==> config.mk <==
export PLATFORM = sky130hd
export DESIGN_NAME = cipher_host
export DESIGN_NICKNAME = d
export VERILOG_FILES = /design/src/design/cipher_pkg.sv /design/src/design/cipher_host.sv /design/src/design/cipher_engine.sv /design/src/design/cipher_round_unit.sv /design/src/design/cipher_key_schedule.sv
export VERILOG_INCLUDE_DIRS = /design/src /design/src/design
export SDC_FILE = /design/constraint.sdc
export NUM_CORES = 1
export LEC_CHECK = 0
export ABC_AREA = 0
export BUFFER_PORTS_ARGS = -buffer_cell sky130_fd_sc_hd__buf_2
export CAP_MARGIN = 20
export CORE_MARGIN = 2
export CORE_UTILIZATION = 27
export CTS_CLUSTER_DIAMETER = 40
export DETAILED_ROUTE_END_ITERATION = 10
export PLACE_DENSITY_LB_ADDON = 0.08
export SLEW_MARGIN = 0
export SYNTH_ARGS = -nofsm -noshare
export SYNTH_HDL_FRONTEND = slang
export SYNTH_SLANG_ARGS = --single-unit
==> constraint.sdc <==
create_clock -name clk -period 14.86 [get_ports clk]
set_input_delay 2.972 -clock clk [delete_from_list [all_inputs] [get_ports clk]]
set_output_delay 2.972 -clock clk [all_outputs]
set_load 0.02 [all_outputs]
==> src/design/cipher_defines.svh <==
//~~~~~~~~~~~~~~~~~~~~~~~~~~~~~~~~~~~~~~
// Cipher host constants
// Round count, S-box offset and widths
//~~~~~~~~~~~~~~~~~~~~~~~~~~~~~~~~~~~~~~

`ifndef CIPHER_DEFINES_SVH
`define CIPHER_DEFINES_SVH

// Rounds per operation, 1 to 15 fit the round index
`define CIPHER_ROUNDS 10

// Added by substitution, subtracted by the inverse
`define CIPHER_SBOX_OFFSET 8'hEF

// Round index width
`define CIPHER_ROUND_W 4

// Text and key width, 16 bytes
`define CIPHER_BLOCK_W 128

`endif
==> src/design/cipher_pkg.sv <==
//~~~~~~~~~~~~~~~~~~~~~~~~~~~~~~~~~~~~~~
// Cipher host types
// Opcodes, engine states, request/response
//~~~~~~~~~~~~~~~~~~~~~~~~~~~~~~~~~~~~~~

`include "cipher_defines.svh"

package cipher_pkg;

    // Operation select
    typedef enum logic {
        OP_ENCRYPT = 1'b0,
        OP_DECRYPT = 1'b1
    } cipher_op_e;

    // Engine FSM states
    typedef enum logic [1:0] {
        ST_IDLE   = 2'd0,
        ST_ROUND  = 2'd1,  // One round per clock
        ST_OUTPUT = 2'd2   // Result register and done pulse
    } engine_state_e;

    // Request from the outside world, 258 bits
    typedef struct packed {
        logic                       start;  // One-cycle strobe
        cipher_op_e                 op;
        logic [`CIPHER_BLOCK_W-1:0] text;
        logic [`CIPHER_BLOCK_W-1:0] key;
    } cipher_req_t;

    // Response, 129 bits
    typedef struct packed {
        logic                       done;   // One-cycle strobe
        logic [`CIPHER_BLOCK_W-1:0] data;   // Held until next done
    } cipher_rsp_t;

endpackage

==> src/design/cipher_host.sv <==
//~~~~~~~~~~~~~~~~~~~~~~~~~~~~~~~~~~~~~~
// Cipher host top level
//~~~~~~~~~~~~~~~~~~~~~~~~~~~~~~~~~~~~~~

`timescale 1ns/1ps

`include "cipher_defines.svh"

module cipher_host (
    input  logic                    clk,
    input  logic                    rst,
    input  cipher_pkg::cipher_req_t req_i,
    output cipher_pkg::cipher_rsp_t rsp_o,
    output logic                    busy_o
);

    import cipher_pkg::*;

    logic                       key_load;
    logic [`CIPHER_ROUND_W-1:0] round_idx;
    cipher_op_e                 op;
    logic [`CIPHER_BLOCK_W-1:0] cur_state;
    logic [`CIPHER_BLOCK_W-1:0] next_state;
    logic [`CIPHER_BLOCK_W-1:0] round_key;

    cipher_engine i_engine (
        .clk          (clk),
        .rst          (rst),
        .req_i        (req_i),
        .round_key_i  (round_key),
        .next_state_i (next_state),
        .key_load_o   (key_load),
        .round_idx_o  (round_idx),
        .op_o         (op),
        .cur_state_o  (cur_state),
        .rsp_o        (rsp_o),
        .busy_o       (busy_o)
    );

    cipher_key_schedule i_key_schedule (
        .clk          (clk),
        .rst          (rst),
        .key_load_i   (key_load),
        .key_i        (req_i.key),
        .round_idx_i  (round_idx),
        .round_key_o  (round_key)
    );

    cipher_round_unit i_round_unit (
        .op_i         (op),
        .state_i      (cur_state),
        .round_key_i  (round_key),
        .state_o      (next_state)
    );

endmodule

==> src/design/cipher_engine.sv <==
//~~~~~~~~~~~~~~~~~~~~~~~~~~~~~~~~~~~~~~
// Cipher engine FSM
// Sequences rounds, registers the result
//~~~~~~~~~~~~~~~~~~~~~~~~~~~~~~~~~~~~~~

`timescale 1ns/1ps

`include "cipher_defines.svh"

module cipher_engine (
    input  logic                         clk,
    input  logic                         rst,
    input  cipher_pkg::cipher_req_t      req_i,
    input  logic [`CIPHER_BLOCK_W-1:0]   round_key_i,
    input  logic [`CIPHER_BLOCK_W-1:0]   next_state_i,
    output logic                         key_load_o,
    output logic [`CIPHER_ROUND_W-1:0]   round_idx_o,
    output cipher_pkg::cipher_op_e       op_o,
    output logic [`CIPHER_BLOCK_W-1:0]   cur_state_o,
    output cipher_pkg::cipher_rsp_t      rsp_o,
    output logic                         busy_o
);

    import cipher_pkg::*;

    localparam logic [`CIPHER_ROUND_W-1:0] LAST_ROUND = `CIPHER_ROUNDS - 1;

    engine_state_e               state_q;
    cipher_op_e                  op_q;
    logic [`CIPHER_ROUND_W-1:0]  round_q;
    logic [`CIPHER_BLOCK_W-1:0]  data_q;     // Cipher state
    cipher_rsp_t                 rsp_q;

    logic start_ok;
    logic last_round;

    // Only an idle engine takes a start
    assign start_ok = (state_q == ST_IDLE) && req_i.start;

    // Encrypt ends at the top index, decrypt at zero
    assign last_round = (op_q == OP_ENCRYPT) ? (round_q == LAST_ROUND)
                                             : (round_q == '0);

    // FSM, counter and response
    always_ff @(posedge clk or posedge rst) begin
        if (rst) begin
            state_q <= ST_IDLE;
            op_q    <= OP_ENCRYPT;
            round_q <= '0;
            rsp_q   <= '0;
        end else begin
            rsp_q.done <= 1'b0;  // Strobe by default

            case (state_q)
                ST_IDLE: begin
                    if (start_ok) begin
                        op_q    <= req_i.op;
                        round_q <= (req_i.op == OP_DECRYPT) ? LAST_ROUND : '0;
                        state_q <= ST_ROUND;
                    end
                end

                ST_ROUND: begin
                    if (last_round) begin
                        state_q <= ST_OUTPUT;
                    end else if (op_q == OP_ENCRYPT) begin
                        round_q <= round_q + 1'b1;
                    end else begin
                        round_q <= round_q - 1'b1;
                    end
                end

                ST_OUTPUT: begin
                    rsp_q.done <= 1'b1;
                    rsp_q.data <= data_q;
                    state_q    <= ST_IDLE;
                end

                default: state_q <= ST_IDLE;
            endcase
        end
    end

    // Text load on start, one round result per ST_ROUND cycle
    always_ff @(posedge clk) begin
        if (start_ok) begin
            data_q <= req_i.text;
        end else if (state_q == ST_ROUND) begin
            data_q <= next_state_i;
        end
    end

    // Round key comes back here for the round unit's view
    assign key_load_o  = start_ok;
    assign round_idx_o = round_q;
    assign op_o        = op_q;
    assign cur_state_o = data_q;
    assign rsp_o       = rsp_q;
    assign busy_o      = (state_q != ST_IDLE);

endmodule

==> src/design/cipher_round_unit.sv <==
//~~~~~~~~~~~~~~~~~~~~~~~~~~~~~~~~~~~~~~
// Cipher round datapath
// One forward or inverse round, combinational
//~~~~~~~~~~~~~~~~~~~~~~~~~~~~~~~~~~~~~~

`timescale 1ns/1ps

`include "cipher_defines.svh"

module cipher_round_unit (
    input  cipher_pkg::cipher_op_e     op_i,
    input  logic [`CIPHER_BLOCK_W-1:0] state_i,
    input  logic [`CIPHER_BLOCK_W-1:0] round_key_i,
    output logic [`CIPHER_BLOCK_W-1:0] state_o
);

    import cipher_pkg::*;

    localparam int NBYTES = `CIPHER_BLOCK_W / 8;

    // Byte i sits at bits 8i+7:8i
    logic [NBYTES-1:0][7:0] in_b;
    logic [NBYTES-1:0][7:0] key_b;

    // Forward path
    logic [NBYTES-1:0][7:0] fwd_sub;
    logic [NBYTES-1:0][7:0] fwd_shift;
    logic [NBYTES-1:0][7:0] fwd_b;

    // Inverse path
    logic [NBYTES-1:0][7:0] inv_x;
    logic [NBYTES-1:0][7:0] inv_shift;
    logic [NBYTES-1:0][7:0] inv_b;

    assign in_b  = state_i;
    assign key_b = round_key_i;

    // Encrypt round: substitute, shift, add key
    always_comb begin
        for (int i = 0; i < NBYTES; i++) begin
            fwd_sub[i] = in_b[i] + `CIPHER_SBOX_OFFSET;
        end

        // Partial row shift on bytes 1, 5, 9, 13
        fwd_shift     = fwd_sub;
        fwd_shift[1]  = fwd_sub[5];
        fwd_shift[5]  = fwd_sub[9];
        fwd_shift[9]  = fwd_sub[13];
        fwd_shift[13] = fwd_sub[1];

        fwd_b = fwd_shift ^ key_b;
    end

    // Decrypt round, steps reversed
    always_comb begin
        inv_x = in_b ^ key_b;

        // Undo the rotation
        inv_shift     = inv_x;
        inv_shift[5]  = inv_x[1];
        inv_shift[9]  = inv_x[5];
        inv_shift[13] = inv_x[9];
        inv_shift[1]  = inv_x[13];

        for (int i = 0; i < NBYTES; i++) begin
            inv_b[i] = inv_shift[i] - `CIPHER_SBOX_OFFSET;
        end
    end

    assign state_o = (op_i == OP_ENCRYPT) ? fwd_b : inv_b;

endmodule

==> src/design/cipher_key_schedule.sv <==
//~~~~~~~~~~~~~~~~~~~~~~~~~~~~~~~~~~~~~~
// Cipher key schedule
// Holds the master key, derives round keys
//~~~~~~~~~~~~~~~~~~~~~~~~~~~~~~~~~~~~~~

`timescale 1ns/1ps

`include "cipher_defines.svh"

module cipher_key_schedule (
    input  logic                       clk,
    input  logic                       rst,
    input  logic                       key_load_i,
    input  logic [`CIPHER_BLOCK_W-1:0] key_i,
    input  logic [`CIPHER_ROUND_W-1:0] round_idx_i,
    output logic [`CIPHER_BLOCK_W-1:0] round_key_o
);

    logic [`CIPHER_BLOCK_W-1:0]   key_q;
    logic [2*`CIPHER_BLOCK_W-1:0] key_dbl;
    logic [`CIPHER_BLOCK_W-1:0]   key_rot;
    logic [7:0]                   idx_byte;

    // Master key, captured with the accepted start
    always_ff @(posedge clk or posedge rst) begin
        if (rst) begin
            key_q <= '0;
        end else if (key_load_i) begin
            key_q <= key_i;
        end
    end

    // Rotate left by 8*r bits using the doubled key
    always_comb begin
        key_dbl = {key_q, key_q} << {round_idx_i, 3'b000};
        key_rot = key_dbl[2*`CIPHER_BLOCK_W-1:`CIPHER_BLOCK_W];
    end

    assign idx_byte = {{(8-`CIPHER_ROUND_W){1'b0}}, round_idx_i};

    // Byte 0 takes the round index
    assign round_key_o = {key_rot[`CIPHER_BLOCK_W-1:8], key_rot[7:0] ^ idx_byte};

endmodule

Word level (Yosys, flattened, before mapping)
Cells that the tools add are included.

Input bits: 260. Logic and storage cells: 73. Flip-flop bits (word level): 392.

Reductions and logical operators: 9. Multiplexer cells: 13. Equal/unequal tests: 6. Shift operators: 1. Add/subtract/negate cells: 34. Bitwise gates (word level): 3.

Operators by type and width (count): $mux 128 (3); $shl 256x7->256 (1); $xor 128x128->128 (2); $mux 129 (1); $add 8x8->8 const B (16); $sub 8x8->8 const B (16); $mux 4 (4); $pmux 4 s2 (1); $xor 8x4->8 (1); $reduce_bool 2->1 (3); $add 4x1->4 const B (1); $eq 4x4->1 const B (1); $logic_not 4->1 (1); $mux 2 (2); $ne 2x1->1 const B (2); $pmux 2 s2 (1); $reduce_and 2->1 (2); $sub 4x1->4 const B (1); $reduce_and 3->1 (1); $eq 2x1->1 const B (1); $eq 2x2->1 const B (1); $logic_not 2->1 (1); $ne 2x2->1 const B (1); $logic_and 1x1->1 (1); $mux 1 (1).

Depth between registers and ports, before layout
Word-level depth: 7. Depth in mapped cells: 16. Gate-level depth less buffers: 10.

Modules after synthesis
Synthesis repeated with hierarchy kept, for this count alone.

Cells, all modules: 2243. Area total of the unflattened synthesis: 27219.9 um2.

By module, submodules not included: cipher_key_schedule (times used 1, area each 11172.0 um2, cells an instance 624); cipher_engine (times used 1, area each 10610.2 um2, cells an instance 862); cipher_round_unit (times used 1, area each 5437.7 um2, cells an instance 757).

Worst setup path before layout
No wires, ideal clock.

Path type: input to register. From: input port req_i[257] in the netlist's numbering. To: register i_engine.data_q[0] (netlist: i_engine.cur_state_o[0]), enable pin. Path slack: 7734 ps. Cell stages on the path: 5. Data arrival time: 6004 ps. Buffers on the path: 3. Setup time: 1122 ps. Path through: nand2_1 clkbuf_1 clkbuf_1 clkbuf_1 nand2_1.

Longest elaborated chain between the ends: 2.

RTL lines: start, declared (RTL line cipher_host.sv:12) `input cipher_pkg::cipher_req_t req_i,`; $logic_and 1x1->1 (RTL line cipher_engine.sv:38) `assign start_ok = (state_q == ST_IDLE) && req_i.start;`; $reduce_bool 2->1 (no source line); end signal, assigned (RTL line cipher_engine.sv:87) `data_q <= req_i.text;`; end signal, assigned (RTL line cipher_engine.sv:89) `data_q <= next_state_i;`; end, declared (RTL line cipher_engine.sv:31) `` logic [`CIPHER_BLOCK_W-1:0] data_q; ``.

Every way passes these cells. A chain may end at the register's enable or synchronous reset.

Worst setup path after layout
From: register i_engine.round_q[2] (netlist: i_engine.round_idx_o[2]). To: register i_engine.data_q[39] (netlist: i_engine.cur_state_o[39]) (data pin).

Longest elaborated chain between the ends: 6. Elaborated cells between the ends (all ways): 7. Those cells by class: 1 x add/sub; 1 x shift; 3 x mux; 2 x bitwise.

RTL lines: start, declared (RTL line cipher_engine.sv:30) `` logic [`CIPHER_ROUND_W-1:0] round_q; ``; start signal, assigned (RTL line cipher_engine.sv:58) `round_q <= (req_i.op == OP_DECRYPT) ? LAST_ROUND : '0;`; start signal, assigned (RTL line cipher_engine.sv:67) `round_q <= round_q + 1'b1;`; start signal, assigned (RTL line cipher_engine.sv:69) `round_q <= round_q - 1'b1;`; $shl 256x7->256 * (RTL line cipher_key_schedule.sv:35) `key_dbl = {key_q, key_q} << {round_idx_i, 3'b000};`; $xor 128x128->128 (RTL line cipher_round_unit.sv:56) `inv_x = in_b ^ key_b;`; $sub 8x8->8 (no source line); $mux 128 * (RTL line cipher_round_unit.sv:70) `assign state_o = (op_i == OP_ENCRYPT) ? fwd_b : inv_b;`; $mux 128 * (RTL line cipher_engine.sv:88) `end else if (state_q == ST_ROUND) begin`; $mux 128 * (RTL line cipher_engine.sv:86) `if (start_ok) begin`.

Every way passes the cells marked *; elsewhere a longest branch is shown, timed or not. The select of a mux whose other input is x is not followed.

==> results_dict.tcl <==
set metrics [dict create \
    cts_buffer_depth 3 \
    synth_ff_type "dfrtp_1" \
    grt_usage 0.2177 \
    ys_types 83 \
    cp_slowest_cell "dfrtp_4" \
    netlist_area_um2 29210 \
    hp-class "flip-flop to flip-flop" \
    syn_avg_cell_area_um2 9.906 \
    hold_buffers 0 \
    cts_buffers 89 \
    start_util 0.2725 \
    finalCritPeriodShare 0.3764 \
    via_per_inst 5.312 \
    nFillCells 11200 \
    slowest_delay_ns 1.11 \
    wl_um 122700 \
    min_path_cells 2 \
    cts_root_buf "clkbuf_16" \
    tightest_slew_ns 1.070 \
    r2r_cells 8 \
    cp_cell_sequence "buf_4 -> buf_4 -> mux4_2 -> mux4_2 -> xor2_1 -> nand3_1 -> a211o_1 -> a211oi_1" \
    die_h_um 332.9 \
    ys_seq_elements 392 \
    vias 25180 \
    synth_top_area_frac 0.2261 \
    drt_iter0_drc 2140 \
    critical_path_class "flip-flop to flip-flop" \
    hold_viol_final 0 \
    area_growth_pct 20.64 \
    final_common_cell "nand2_1" \
    setup_viol 0 \
    die-area_um2 110800 \
    io_pins 390 \
    period_minus_slack_ns 5.593 \
    status "finished clean" \
    synth_nets 3244 \
    path_max_fanout 88 \
    async_reset_ff_frac 0.6735 \
    crit_arrival_ns 6.07 \
    max_slew_margin 0.2663 \
    rsz0062_at_grt "false" \
    grt_pass1_wl_um 178300 \
    gp_congestion 0.9134 \
    synth_edf_count 128 \
    clock_latency_ns 0.67 \
    synth_warnings 0 \
    yosys-top-cells-area "dfrtp_1, mux4_2, edfxtp_1" \
    io_buffers 389 \
    grt_overflow 0 \
    dr.pass1.iters 6 \
    required_ns 15.33 \
    synth_top_area_cell "dfrtp_1" \
    cts_setup_buffers 0 \
    yosysSeqAreaShare 0.3577 \
    cts_resized 0 \
    reg2reg_slack_ns 9.27 \
    grt_max_degree 144 \
    drc 0 \
    numClockSinks 392 \
    worstReg2RegEnd "i_engine.cur_state_o[39]$_DFFE_PP_" \
    hold_path.startpoint "i_engine.rsp_o[108]$_DFFE_PP0P_" \
    fin_nets 3553 \
    htreeDepth 3 \
    drv_cap 0 \
    drive_gt1_frac 0.2609 \
    cts_tree "yes" \
    die_w_um 332.9 \
    clock_skew_ns 0.03243 \
    clock.fmax_ghz 0.1788 \
    end_kind "flip-flop" \
    layout_common_cells "nand2_1, buf_2, dfrtp_1" \
    core_area_um2 107200 \
    ant_nets 0 \
    reg2reg_from "i_engine.round_idx_o[2]$_DFFE_PP0P_" \
    antenna_found_initial 6 \
    dp_hpwl_um 94730 \
    start_kind "flip-flop" \
    maxSlewViolCount 0 \
    holdPathEnd "i_engine.rsp_o[108]$_DFFE_PP0P_" \
    wl_per_cell_um 25.88 \
    grt_pass1_vias 24890 \
    fp-row-count 120 \
    syn-instance-count 2949 \
    clkTransAtPathRegs_ns 0.04 \
    tns_ns 0 \
]
## metrics by stage
stage	cell area (µm²)	utilization	hold WS [ns]	worst slack, ns	std cells
6_report	35240	0.3287	0.4684	9.267	4740
4_1_cts	35230	0.3286	0.4733	9.314	4737
3_3_place_gp	32180	0.3002	0.4574	8.876	4569
3_5_place_dp	32180	0.3002	0.4618	8.806	4569
2_1_floorplan	29210	-	0.4623	4.619	2949
5_1_grt	35240	0.3287	0.4917	8.906	4738
## worst max path at each step
stage / slack [ns] / end / cells past startpoint / start
global route: 8.91 / i_engine.cur_state_o[39]$_DFFE_PP_ / 8 / i_engine.round_idx_o[2]$_DFFE_PP0P_
global placement: 8.88 / i_engine.cur_state_o[110]$_DFFE_PP_ / 8 / req_i[257]
finish: 9.27 / i_engine.cur_state_o[39]$_DFFE_PP_ / 8 / i_engine.round_idx_o[2]$_DFFE_PP0P_
detailed placement: 8.81 / i_engine.cur_state_o[78]$_DFFE_PP_ / 8 / req_i[257]
CTS: 9.31 / i_engine.cur_state_o[39]$_DFFE_PP_ / 8 / i_engine.round_idx_o[2]$_DFFE_PP0P_
floorplan: 4.62 / i_engine.op_o$_DFFE_PP0P_ / 1 / rst
## worst max-delay path: cells and delay by family (launching register included)
family | cells | cell delay, ns
AOI/OAI and AO/OA | 2 | 0.57
DFF | 1 | 1.11
and+or+nand+nor | 1 | 0.17
xor gates and xnor gates | 1 | 0.53
buffers and inverters | 2 | 1.70
muxes | 2 | 1.27
## synthesized netlist by cell type, types with 6 or more instances
| library cell | instances |
|---|---|
| a21oi_1 | 82 |
| o2111ai_1 | 9 |
| nor2_1 | 151 |
| and4_1 | 7 |
| o21ai_0 | 115 |
| o211a_1 | 8 |
| ha_1 | 34 |
| inv_1 | 57 |
| buf_6 | 13 |
| mux4_1 | 16 |
| a211oi_1 | 18 |
| buf_2 | 33 |
| clkbuf_1 | 115 |
| buf_1 | 16 |
| o31ai_1 | 13 |
| mux4_2 | 214 |
| mux2i_1 | 150 |
| or4_1 | 13 |
| a22oi_1 | 6 |
| xnor2_1 | 106 |
| edfxtp_1 | 128 |
| and3_1 | 15 |
| a41oi_1 | 10 |
| nor4_1 | 22 |
| buf_4 | 21 |
| nand3_1 | 43 |
| nand2b_1 | 11 |
| a22o_1 | 12 |
| mux2_2 | 34 |
| nor2b_1 | 7 |
| nand4_1 | 19 |
| xnor2_2 | 8 |
| o41ai_1 | 12 |
| and2_1 | 11 |
| xor2_1 | 119 |
| dfrtp_1 | 264 |
| nand2_1 | 832 |
| o22ai_1 | 11 |
| o211ai_1 | 7 |
| o21a_1 | 9 |
| nor3_1 | 29 |
| a31oi_1 | 38 |
## cell type report
class                      instances  area [µm²]  share of cell area
clock buffer                     116        2567             0.07285
clock inverter                    52       485.5             0.01377
multi-input combinational       2295       17540              0.4976
tap                             1403        1755             0.04981
sequential                       392       10470              0.2970
antenna                            2       5.005           0.0001420
inverter                          61       237.7            0.006745
timing repair buffer             419        2185             0.06199
## routing by layer
metal  track usage  share of wire  wire, µm  up-vias
met4       0.06181          0.026      3131        8
met1        0.3201           0.48     59050    12660
met3       0.03661          0.058      7062      151
li1              -              -         -    11390
met2        0.3265           0.44     53370      970
met5             0        0.00038        47        -
## cells by family after synthesis
group,Yosys count,synth area share
AO/OA/AOI/OAI,410,0.09238
XOR/XNOR,237,0.07500
adder cells (fa/ha/maj),35,0.01525
buffers and inverters,262,0.04279
flip-flops,392,0.3577
multiplexers,414,0.2439
AND/OR/NAND/NOR,1199,0.1730
## sequential cells by signal (all words and copies together), names as in the netlist
signal	count
i_key_schedule.key_q	128
i_engine.rsp_o	129
i_engine.cur_state_o	128
i_engine.state_q	2
i_engine.round_idx_o	4
i_engine.op_o	1
Power is left out: the tool's default activity adds up to more than one toggle a clock period on the data nets, which glitch-free logic cannot reach.
